[src/verilog/OdsPkg.sv]
// Shared register map, bus widths and host write-port type for the board controller
package OdsPkg;

    //----------------------------------------------------------------------
    // Host register port widths
    //----------------------------------------------------------------------
    localparam int RegAddrW = 8;                // Register address bits
    localparam int RegDataW = 8;                // Register data bits

    //----------------------------------------------------------------------
    // Register map
    //----------------------------------------------------------------------
    localparam logic [RegAddrW-1:0] BiosWdAddr  = 8'h40;   // BIOS watchdog reload/stop
    localparam logic [RegAddrW-1:0] BiosSelAddr = 8'h41;   // BIOS flash select, bit 0

    //----------------------------------------------------------------------
    // Strobe and board constants
    //----------------------------------------------------------------------
    // One slow tick every SlowPerTick ticks; the watchdog and
    // the reset-hold timer both count in slow ticks
    localparam int SlowPerTick = 16;

    localparam int BiosCount = 2;               // Number of SPI flash devices

    //----------------------------------------------------------------------
    // Host write port
    //----------------------------------------------------------------------
    // One write per cycle when valid is set, no back-pressure
    typedef struct packed {
        logic                valid;             // Write strobe
        logic [RegAddrW-1:0] addr;              // Register address
        logic [RegDataW-1:0] data;              // Write data
    } regWrite_t;

endpackage

[src/verilog/StrobeGen.sv]
// Strobe generator, divides the 32 kHz clock into a tick and a slow tick
`timescale 1ns/10ps

module StrobeGen #(
    parameter int TickDiv = 33                  // Clocks per tick
) (
    input  logic CLK32768,                      // Slow oscillator clock
    input  logic rst,                           // Sync reset, active high
    output logic tick,                          // One clock every TickDiv clocks
    output logic slowTick                       // With every SlowPerTick-th tick
);

    localparam int DivW  = $clog2(TickDiv + 1);
    localparam int SlowW = $clog2(OdsPkg::SlowPerTick + 1);

    logic [DivW-1:0]  divCnt;                   // Clock divider
    logic [SlowW-1:0] slowCnt;                  // Tick divider
    logic             divWrap;                  // Last clock of a tick period
    logic             slowWrap;                 // Last tick of a slow period

    assign divWrap  = (divCnt == DivW'(TickDiv - 1));
    assign slowWrap = (slowCnt == SlowW'(OdsPkg::SlowPerTick - 1));

    //----------------------------------------------------------------------
    // Divider chain
    //----------------------------------------------------------------------
    always_ff @(posedge CLK32768) begin
        if (rst) begin
            divCnt   <= '0;
            slowCnt  <= '0;
            tick     <= 1'b0;
            slowTick <= 1'b0;
        end else begin
            tick     <= divWrap;                // Registered, first after TickDiv clocks
            slowTick <= divWrap && slowWrap;    // Coincides with a tick
            if (divWrap) begin
                divCnt  <= '0;
                slowCnt <= slowWrap ? '0 : slowCnt + 1'b1;
            end else begin
                divCnt <= divCnt + 1'b1;
            end
        end
    end

endmodule

[src/verilog/Debounce.sv]
// Button debouncer, samples an active-low input on each tick
`timescale 1ns/10ps

module Debounce #(
    parameter int DebounceTicks = 16            // Equal samples needed to flip
) (
    input  logic CLK32768,                      // Slow oscillator clock
    input  logic rst,                           // Sync reset, active high
    input  logic tick,                          // Sample strobe
    input  logic rawN,                          // Raw button, low when pressed
    output logic cleanN                         // Debounced button
);

    localparam int CntW = $clog2(DebounceTicks + 1);

    logic [CntW-1:0] diffCnt;                   // Consecutive differing samples
    logic            differ;                    // Sample disagrees with output
    logic            settled;                   // Enough samples to accept

    assign differ  = (rawN != cleanN);
    assign settled = (diffCnt == CntW'(DebounceTicks - 1));

    //----------------------------------------------------------------------
    // Sample counter and output flop
    //----------------------------------------------------------------------
    always_ff @(posedge CLK32768) begin
        if (rst) begin
            diffCnt <= '0;
            cleanN  <= 1'b1;                    // Released after reset
        end else if (tick) begin
            if (!differ) begin
                diffCnt <= '0;                  // Bounce back, start over
            end else if (settled) begin
                diffCnt <= '0;
                cleanN  <= rawN;                // Accept new level
            end else begin
                diffCnt <= diffCnt + 1'b1;
            end
        end
    end

endmodule

[src/verilog/ButtonControl.sv]
// Power and reset button conditioning with long-hold BIOS reselect detection
`timescale 1ns/10ps

module ButtonControl #(
    parameter int DebounceTicks = 16,           // Passed to both debouncers
    parameter int HoldTicks     = 32            // Slow ticks for a long press
) (
    input  logic CLK32768,                      // Slow oscillator clock
    input  logic rst,                           // Sync reset, active high
    input  logic tick,                          // Debounce sample strobe
    input  logic slowTick,                      // Hold timer strobe
    input  logic pwrBtnInN,                     // Raw power button
    input  logic sysRstInN,                     // Raw reset button
    output logic sysPwrBtnN,                    // Debounced power button to SIO
    output logic pchRstBtnN,                    // Debounced reset button to PCH
    output logic rstBiosFlg                     // Long press, return to flash 0
);

    localparam int HoldW = $clog2(HoldTicks + 1);

    logic [HoldW-1:0] holdCnt;                  // Press length in slow ticks
    logic             holdDone;                 // Pulse already sent this press
    logic             holdHit;

    //----------------------------------------------------------------------
    // Debouncers
    //----------------------------------------------------------------------
    Debounce #(
        .DebounceTicks(DebounceTicks)
    ) uPwrDeb (
        .CLK32768(CLK32768),
        .rst     (rst),
        .tick    (tick),
        .rawN    (pwrBtnInN),
        .cleanN  (sysPwrBtnN)
    );

    Debounce #(
        .DebounceTicks(DebounceTicks)
    ) uRstDeb (
        .CLK32768(CLK32768),
        .rst     (rst),
        .tick    (tick),
        .rawN    (sysRstInN),
        .cleanN  (pchRstBtnN)
    );

    //----------------------------------------------------------------------
    // Long-hold detection on the reset button
    //----------------------------------------------------------------------
    assign holdHit = (holdCnt == HoldW'(HoldTicks));

    always_ff @(posedge CLK32768) begin
        if (rst || pchRstBtnN) begin            // Release rearms the one-shot
            holdCnt    <= '0;
            holdDone   <= 1'b0;
            rstBiosFlg <= 1'b0;
        end else begin
            rstBiosFlg <= 1'b0;
            if (slowTick && !holdHit) begin
                holdCnt <= holdCnt + 1'b1;      // Saturates at HoldTicks
            end
            if (holdHit && !holdDone) begin
                rstBiosFlg <= 1'b1;             // Once per press
                holdDone   <= 1'b1;
            end
        end
    end

endmodule

[src/verilog/BiosWatchDog.sv]
// BIOS boot watchdog, forces a flash swap and power-off when POST never finishes
`timescale 1ns/10ps

module BiosWatchDog (
    input  logic              CLK32768,         // Slow oscillator clock
    input  logic              rst,              // Sync reset, active high
    input  logic              slowTick,         // Countdown strobe
    input  OdsPkg::regWrite_t regWr,            // Host register write
    output logic              forceSwap,        // Expiry pulse, one clock
    output logic              biosPowerOff,     // Expired, power-off request
    output logic              biosFinished      // BIOS reported boot done
);

    logic [OdsPkg::RegDataW-1:0] wdCnt;         // Remaining slow ticks
    logic                        armed;         // Countdown running
    logic                        wdWr;          // Write hits our register
    logic                        wdStop;        // Data 0, boot finished
    logic                        expire;        // Last slow tick of countdown

    assign wdWr   = regWr.valid && (regWr.addr == OdsPkg::BiosWdAddr);
    assign wdStop = (regWr.data == '0);
    assign expire = armed && slowTick && (wdCnt == OdsPkg::RegDataW'(1));

    //----------------------------------------------------------------------
    // Control flags
    //----------------------------------------------------------------------
    always_ff @(posedge CLK32768) begin
        if (rst) begin
            armed        <= 1'b0;
            forceSwap    <= 1'b0;
            biosPowerOff <= 1'b0;
            biosFinished <= 1'b0;
        end else begin
            forceSwap <= 1'b0;
            if (wdWr && wdStop) begin
                armed        <= 1'b0;           // Disarm, keep power-off as is
                biosFinished <= 1'b1;
            end else if (wdWr) begin
                armed        <= 1'b1;           // Reload and arm
                biosFinished <= 1'b0;
                biosPowerOff <= 1'b0;
            end else if (expire) begin
                armed        <= 1'b0;
                forceSwap    <= 1'b1;           // Try the other flash
                biosPowerOff <= 1'b1;
            end
        end
    end

    //----------------------------------------------------------------------
    // Down-counter
    //----------------------------------------------------------------------
    always_ff @(posedge CLK32768) begin
        if (wdWr) begin
            wdCnt <= regWr.data;                // Timeout in slow ticks
        end else if (armed && slowTick) begin
            wdCnt <= wdCnt - 1'b1;
        end
    end

endmodule

[src/verilog/BiosControl.sv]
// Dual-BIOS flash selection and SPI chip-select steering with selection LEDs
`timescale 1ns/10ps

module BiosControl (
    input  logic                          CLK32768,   // Slow oscillator clock
    input  logic                          rst,        // Sync reset, active high
    input  logic                          biosSel,    // Jumper, flash after reset
    input  logic                          spiPchCsN,  // PCH SPI chip select
    input  logic                          forceSwap,  // Watchdog expiry
    input  logic                          rstBiosFlg, // Long reset press
    input  OdsPkg::regWrite_t             regWr,      // Host register write
    output logic [OdsPkg::BiosCount-1:0]  biosCsN,    // Per-flash chip selects
    output logic [OdsPkg::BiosCount-1:0]  biosLedN    // Per-flash LEDs, low lit
);

    logic                         curFlash;   // Currently selected flash
    logic                         selWr;      // Write to select register
    logic [OdsPkg::BiosCount-1:0] selDec;     // One-hot of curFlash

    assign selWr = regWr.valid && (regWr.addr == OdsPkg::BiosSelAddr);

    //----------------------------------------------------------------------
    // Current flash register
    //----------------------------------------------------------------------
    always_ff @(posedge CLK32768) begin
        if (rst) begin
            curFlash <= biosSel;              // Jumper decides boot flash
        end else if (rstBiosFlg) begin
            curFlash <= 1'b0;                 // Long press wins over all
        end else if (forceSwap) begin
            curFlash <= ~curFlash;
        end else if (selWr) begin
            curFlash <= regWr.data[0];
        end
    end

    //----------------------------------------------------------------------
    // Chip-select and LED steering
    //----------------------------------------------------------------------
    always_comb begin
        selDec           = '0;
        selDec[curFlash] = 1'b1;
    end

    // Unselected flash held high, selected one follows the PCH
    assign biosCsN  = ~selDec | {OdsPkg::BiosCount{spiPchCsN}};
    assign biosLedN = ~selDec;

endmodule

[src/verilog/OdsTop.sv]
// Board controller top level, strobes, buttons, BIOS watchdog and dual-BIOS control
`timescale 1ns/10ps

module OdsTop #(
    parameter int TickDiv       = 33,           // Clocks per tick
    parameter int DebounceTicks = 16,           // Ticks to accept a button level
    parameter int HoldTicks     = 32            // Slow ticks for a long reset press
) (
    input  logic                         CLK32768,      // 32.768 kHz clock
    input  logic                         rst,           // Sync reset, active high
    input  logic                         pwrBtnInN,     // Power button
    input  logic                         sysRstInN,     // Reset button
    input  logic                         spiPchCsN,     // BIOS chip select from PCH
    input  logic                         biosSel,       // BIOS select jumper
    input  OdsPkg::regWrite_t            regWr,         // Host register write port
    output logic                         sysPwrBtnN,    // Power button to SIO
    output logic                         pchRstBtnN,    // Reset button to PCH
    output logic [OdsPkg::BiosCount-1:0] biosCsN,       // SPI flash chip selects
    output logic [OdsPkg::BiosCount-1:0] biosLedN,      // Current BIOS LEDs
    output logic                         biosPowerOff,  // Watchdog power-off request
    output logic                         biosFinished   // BIOS boot complete
);

    logic tick;                                 // Debounce sample strobe
    logic slowTick;                             // Hold and watchdog strobe
    logic forceSwap;                            // Watchdog expiry pulse
    logic rstBiosFlg;                           // Long reset press pulse

    //----------------------------------------------------------------------
    // Timing strobes
    //----------------------------------------------------------------------
    StrobeGen #(
        .TickDiv(TickDiv)
    ) uStrobeGen (
        .CLK32768(CLK32768),
        .rst     (rst),
        .tick    (tick),
        .slowTick(slowTick)
    );

    //----------------------------------------------------------------------
    // Front-panel buttons
    //----------------------------------------------------------------------
    ButtonControl #(
        .DebounceTicks(DebounceTicks),
        .HoldTicks    (HoldTicks)
    ) uButtonControl (
        .CLK32768  (CLK32768),
        .rst       (rst),
        .tick      (tick),
        .slowTick  (slowTick),
        .pwrBtnInN (pwrBtnInN),
        .sysRstInN (sysRstInN),
        .sysPwrBtnN(sysPwrBtnN),
        .pchRstBtnN(pchRstBtnN),
        .rstBiosFlg(rstBiosFlg)
    );

    //----------------------------------------------------------------------
    // BIOS watchdog and flash steering
    //----------------------------------------------------------------------
    BiosWatchDog uBiosWatchDog (
        .CLK32768    (CLK32768),
        .rst         (rst),
        .slowTick    (slowTick),
        .regWr       (regWr),
        .forceSwap   (forceSwap),
        .biosPowerOff(biosPowerOff),
        .biosFinished(biosFinished)
    );

    BiosControl uBiosControl (
        .CLK32768  (CLK32768),
        .rst       (rst),
        .biosSel   (biosSel),
        .spiPchCsN (spiPchCsN),
        .forceSwap (forceSwap),
        .rstBiosFlg(rstBiosFlg),
        .regWr     (regWr),
        .biosCsN   (biosCsN),
        .biosLedN  (biosLedN)
    );

endmodule

[config.mk]
export PLATFORM = sky130hd
export DESIGN_NAME = OdsTop
export DESIGN_NICKNAME = d
export VERILOG_FILES = /design/src/verilog/OdsPkg.sv /design/src/verilog/StrobeGen.sv /design/src/verilog/Debounce.sv /design/src/verilog/ButtonControl.sv /design/src/verilog/BiosWatchDog.sv /design/src/verilog/BiosControl.sv /design/src/verilog/OdsTop.sv
export SDC_FILE = /design/constraint.sdc
export NUM_CORES = 1
export LEC_CHECK = 0
export BUFFER_PORTS_ARGS = -buffer_cell sky130_fd_sc_hd__buf_2
export CAP_MARGIN = 20
export CORE_ASPECT_RATIO = 0.6
export CORE_UTILIZATION = 51
export CTS_BUF_LIST = sky130_fd_sc_hd__clkbuf_16
export CTS_CLUSTER_SIZE = 16
export DETAILED_ROUTE_END_ITERATION = 16
export PLACE_DENSITY = 0.76
export SETUP_SLACK_MARGIN = 0.1
export SLEW_MARGIN = 0
export SYNTH_ARGS = -nofsm -noshare
export SYNTH_HDL_FRONTEND = slang
export SYNTH_SLANG_ARGS = --single-unit
[constraint.sdc]
create_clock -name CLK32768 -period 1.7 [get_ports CLK32768]
set_input_delay 0.34 -clock CLK32768 [delete_from_list [all_inputs] [get_ports CLK32768]]
set_output_delay 0.34 -clock CLK32768 [all_outputs]
set_load 0.05 [all_outputs]
## Word-level counts from Yosys, hierarchy flattened

Cells that the tools add are included.

- Register bits: 46
- Bits of input ports: 23
- Output and inout bits: 8
- Word-level logic and storage cells: 83

- Add/sub/neg operators: 6
- Magnitude comparators: 2
- Equal/unequal tests: 10
- Multiplexer cells: 21
- Bitwise logic cells: 4
- Reductions and logical operators: 23

Operators with widths:

| operator | count |
|---|---|
| 5-bit two-way mux | 5 |
| 8-bit by 7-bit == test with 1-bit output, second input constant | 2 |
| 8-bit two-way mux | 2 |
| 5-bit by 1-bit adder with 5-bit output, second input constant | 3 |
| 5-bit by 4-bit == test with 1-bit output, second input constant | 3 |
| 1-bit two-way mux | 13 |
| 6-bit by 1-bit adder with 6-bit output, second input constant | 2 |
| 6-bit == test, second input constant | 2 |
| 1-bit logical AND | 9 |
| 8-bit by 1-bit == test with 1-bit output, second input constant | 1 |
| 8-bit logical NOT | 1 |
| 8-bit by 1-bit subtractor with 8-bit output, second input constant | 1 |
| 3-bit AND reduction | 2 |
| 2-bit nonzero test | 3 |
| 4-bit nonzero test | 1 |
| 2-bit OR reduction | 2 |
| 3-bit OR reduction | 1 |
| 1-bit logical NOT | 2 |
| 1-bit by 2-bit < comparator with 1-bit output, second input constant | 1 |
| 1-bit != test | 2 |
| 1-bit NOT | 2 |
| 2-bit NOT | 1 |
| 2-bit bitwise OR | 1 |
| 2-bit AND reduction | 1 |
| other kinds (3) | 3 |

## Depth between registers and ports, before layout

- Depth after elaboration: 6
- Mapped depth: 6
- Mapped depth without buffers: 6

## Modules after synthesis

A second synthesis with hierarchy kept.

- Cell total of the unflattened synthesis: 254
- Area total of the unflattened synthesis: 2,361.0 µm²

By module, submodules not included:

| module | instances | cells each | area an instance (µm²) | sequential area each (µm²) |
|---|---|---|---|---|
| BiosWatchDog | 1 | 71 | 669.4 | 320.3 |
| Debounce | 2 | 33 | 302.8 | 120.1 |
| StrobeGen | 1 | 61 | 591.8 | 260.2 |
| ButtonControl | 1 | 43 | 376.6 | 160.2 |
| BiosControl | 1 | 13 | 117.6 | 30.0 |

## Least setup slack after synthesis

No wires, ideal clock.

- Path type: input port to flip-flop
- Start point: input port regWr[9] (netlist name)
- End point: register uBiosWatchDog.wdCnt[0] (netlist name), enable pin
- Setup time: 0.309 ns
- Arrival time: 1.450 ns
- Data required time: 1.391 ns
- Slack: -0.059 ns
- Stages: 5
- Path buffers: 2
- Cells stage by stage: or4_4 -> nor3_2 -> buf_6 -> buf_8 -> a21o_2

- Longest elaborated chain between the ends: 3

Ends and longest elaborated chain:

| item | line | text |
|---|---|---|
| from (decl) | OdsTop.sv:15 | `input OdsPkg::regWrite_t regWr,` |
| 8-bit by 7-bit == test with 1-bit output | BiosWatchDog.sv:20 | `assign wdWr = regWr.valid && (regWr.addr == OdsPkg::BiosWdAddr);` |
| 1-bit logical AND | BiosWatchDog.sv:20 |  |
| 2-bit nonzero test (no source line) | n/a |  |
| to (signal assigned) | BiosWatchDog.sv:55 | `wdCnt <= regWr.data;` |
| to (signal assigned) | BiosWatchDog.sv:57 | `wdCnt <= wdCnt - 1'b1;` |
| to (decl) | BiosWatchDog.sv:14 | `logic [OdsPkg::RegDataW-1:0] wdCnt;` |

Every way passes these cells.
A chain may end at the register's enable or synchronous reset.

## Worst setup path after layout

- Start point: input port regWr[9] (netlist name)
- End point: register uBiosWatchDog.wdCnt[3] (netlist name) (data pin)

- Longest elaborated chain between the ends: 3

Ends and longest elaborated chain:

| item | line | text |
|---|---|---|
| 8-bit by 7-bit == test with 1-bit output | BiosWatchDog.sv:20 |  |
| 1-bit logical AND | BiosWatchDog.sv:20 |  |
| 8-bit two-way mux | BiosWatchDog.sv:54 | `if (wdWr) begin` |

Every way passes these cells.

==> impl_metrics.yaml <==
worst_setup_path:
  max_stage_delay_ps: 550
  worst_path_max_delay_cell: "or4_4"
  cp.required_ps: 1740
  r2r_cells: 4
  crit_fanout: 8
  worstSetupEndpointType: "flop"
  crit_chain: "buf_2 > or4_4 > nor3_4 > buf_4 > o21ai_0"
  startpoint_type: "primary input"
  crit_start: "regWr[9]"
  path_class: "primary input to flop"
  crit_arrival_ps: 1610
  r2r_start: "uBiosWatchDog.wdCnt[2]"
synthesis:
  synth.area.top_cells: "dfxtp_1 (33%), edfxtp_1 (12%), ha_1 (5.1%), nor2_1 (4.6%), xor2_1 (3.6%)"
  ys_seq_area_share_pct: 45.7
  muxShareOfSynthArea_pct: 3.17
  synth_cells: 237
  synthSimpleGateAreaFrac_pct: 23.2
  synth_cell_types: 50
  async_reset_ff_share_pct: 0
  synth_top_area_cell: "dfxtp_1"
  synth_top_family_by_area: "simple AND/OR/NAND/NOR gates"
  avgSynthCellArea_um2: 9.34
  synth_fa_ha_area_share_pct: 5.09
  synth_top_area_share_pct: 33.5
  yosysWarnings: 0
  synth-compound-area-share_pct: 11.5
  synth-xor-area-share_pct: 6.33
  yosys_most_used_dff: "dfxtp_1"
  synth_nets: 269
  synth_edf_count: 9
  synth_seq_cells: 46
  synth_area_mm2: 0.00221
detailed_routing:
  drtIter0Drc: 85
  routed_wl_um: 4380
  viasPerCell: 5.28
  antenna_left: 0
  vias: 1783
  avgRoutedWirePerCell_um: 12.9
  dr.pass1.iters: 4
  remaining_drc_errors: 0
sta:
  fin_skew_ps: 7.53
  timing.fmax_ghz: 0.636
  fin_crit_ps: 1570
  fin_crit_sh_pct: 92.4
  worst_pin_slew_ps: 484
  maxSlewViolCount: 0
  max_slew_margin_pct: 67.3
  holdWs_ps: 290
  timing.final.ws_setup_ps: 129
  finalHoldViolations: 0
  rsz0062_at_grt: "yes"
  setup_viol_count_final: 0
  setup-tns-final_ps: 0
grt:
  antenna_found_initial: 0
  first_global_vias: 1544
  grt_pass1_wl_um: 6870
  globalRoute.totalOverflow: 0
  grt_start_max_net_pins: 20
  gr-usage-all-layers_pct: 20.1
clock_tree:
  cts_tree: "done"
  insertion_delay_ps: 290
  clockRootBuffer: "clkbuf_16"
  clkSlewWorstSetupHoldPaths_ps: 60
  htreeDepth: 2
  clock-sinks: 46
  cts_buffers: 5
  clock_path_buffers: 2
worst_hold_path:
  hp-start: "sysRstInN"
  hold_depth: 3
  min_path_type: "primary input to flop"
cells_and_area:
  fin_cells: 338
  final_layout_size_suffix_gt1_share_pct: 21.9
  fin_nets: 309
  postLayoutCellArea_mm2: 0.00267
  final_common_cell: "dfxtp_1"
  layout_common_cells: "dfxtp_1 (37), buf_2 (30), nor2_1 (27)"
  area_delta_synth_final_pct: 20.6
  antenna_cells: 0
  utilization_pct: 64.4
floorplan:
  die_width_um: 87.1
  die_area_mm2: 0.00462
  fp-row-count: 18
  start_util_pct: 53.4
  core-area_mm2: 0.00414
  ios: 31
  die_h_um: 53.0
power:
  power.density_mw_per_mm2: 872
  ir_drop_mv: 0.532
  swShare_pct: 20.4
  pwr-share-comb_pct: 4.9
  totalPowerFinal_mw: 2.33
  p_seq_share_pct: 48.3
  p_int_mw: 1.85
  clkPwrFrac_pct: 46.8
  leakagePower_nw: 1.02
  switchingPower_uw: 475
job:
  cap_violations: 0
placement:
  dpl.hpwl_um: 3280
  post_dp_cell_area_mm2: 0.00248
  post-place-ws_ps: -138
  gp_congestion: 0.756
  place.port_buffers: 30
  placedCellCount: 329
status:
  status: "finished clean"
==> critical path, delay by kind of cell <==
| family | cells | cell delay (ps) |
|---|---|---|
| compound gates | 1 | 90 |
| buf+inv | 2 | 310 |
| simple gates | 2 | 860 |
==> power by group through the flow <==
stage	logic (mW)	registers, mW	clock network [mW]
after floorplan	0.0667	1.15	0
after global placement	0.112	1.15	0
after detailed placement	0.114	1.15	0
after CTS	0.115	1.12	1.12
after global routing	0.126	1.13	1.14
final	0.115	1.12	1.09
==> cell families after synthesis <==
group	Yosys count
adder cells (fa/ha/maj)	9
XOR/XNOR	16
AO/OA/AOI/OAI	40
AND/OR/NAND/NOR	97
buffers and inverters	22
flip-flops	46
multiplexers	7
==> routing by layer <==
layer | vias up | part of all wire, % | track usage, %
met5 | - | 0 | 0
met4 | 0 | 1.6 | 8.33
met3 | 8 | 5.3 | 4.68
met2 | 47 | 40 | 29.8
met1 | 812 | 54 | 28.0
li1 | 916 | - | -
==> Yosys cell counts (all sizes together) (3+ instances only) <==
| library cell | number |
|---|---|
| dfxtp | 37 |
| nor2 | 27 |
| nand2 | 20 |
| o21ai | 15 |
| inv | 11 |
| nor3 | 11 |
| a21oi | 10 |
| edfxtp | 9 |
| ha | 9 |
| xor2 | 9 |
| mux2i | 7 |
| xnor2 | 7 |
| buf | 6 |
| nand3 | 6 |
| clkbuf | 4 |
| nand4 | 4 |
| or4 | 4 |
| and2 | 3 |
| and3 | 3 |
| nand3b | 3 |
| nor3b | 3 |
==> registers in the layout, summed over array words and instances, names as in the netlist, 5 cells and up <==
name	flops
uStrobeGen.divCnt	6
uButtonControl.uPwrDeb.diffCnt	5
uButtonControl.uRstDeb.diffCnt	5
uBiosWatchDog.wdCnt	8
uStrobeGen.slowCnt	5
uButtonControl.holdCnt	6
==> final cells by class <==
| class | count | area, µm² |
|---|---|---|
| fill | 373 | 1470 |
| multi-input combinational | 169 | 1130 |
| sequential | 46 | 1010 |
| timing repair buffer | 43 | 248 |
| clock buffer | 5 | 125 |
| tap | 60 | 75.1 |
| inverter | 12 | 45.0 |
| clock inverter | 3 | 40.0 |
==> worst paths after layout <==
kind / to / slack (ps)
max: uBiosWatchDog.wdCnt[3] / 130
min: uButtonControl.uRstDeb.cleanN / 290
max reg2reg: uBiosWatchDog.wdCnt[5] / 180
min reg2reg: uButtonControl.rstBiosFlg / 430
==> timing repair <==
| action | in CTS | in global routing |
|---|---|---|
| hold buffers | 0 | 0 |
| gates resized for setup | 1 | 5 |
| setup endpoints to repair | 1 | 4 |
| setup buffers | 0 | 1 |
No activity file was read; power rests on OpenSTA's default activity.
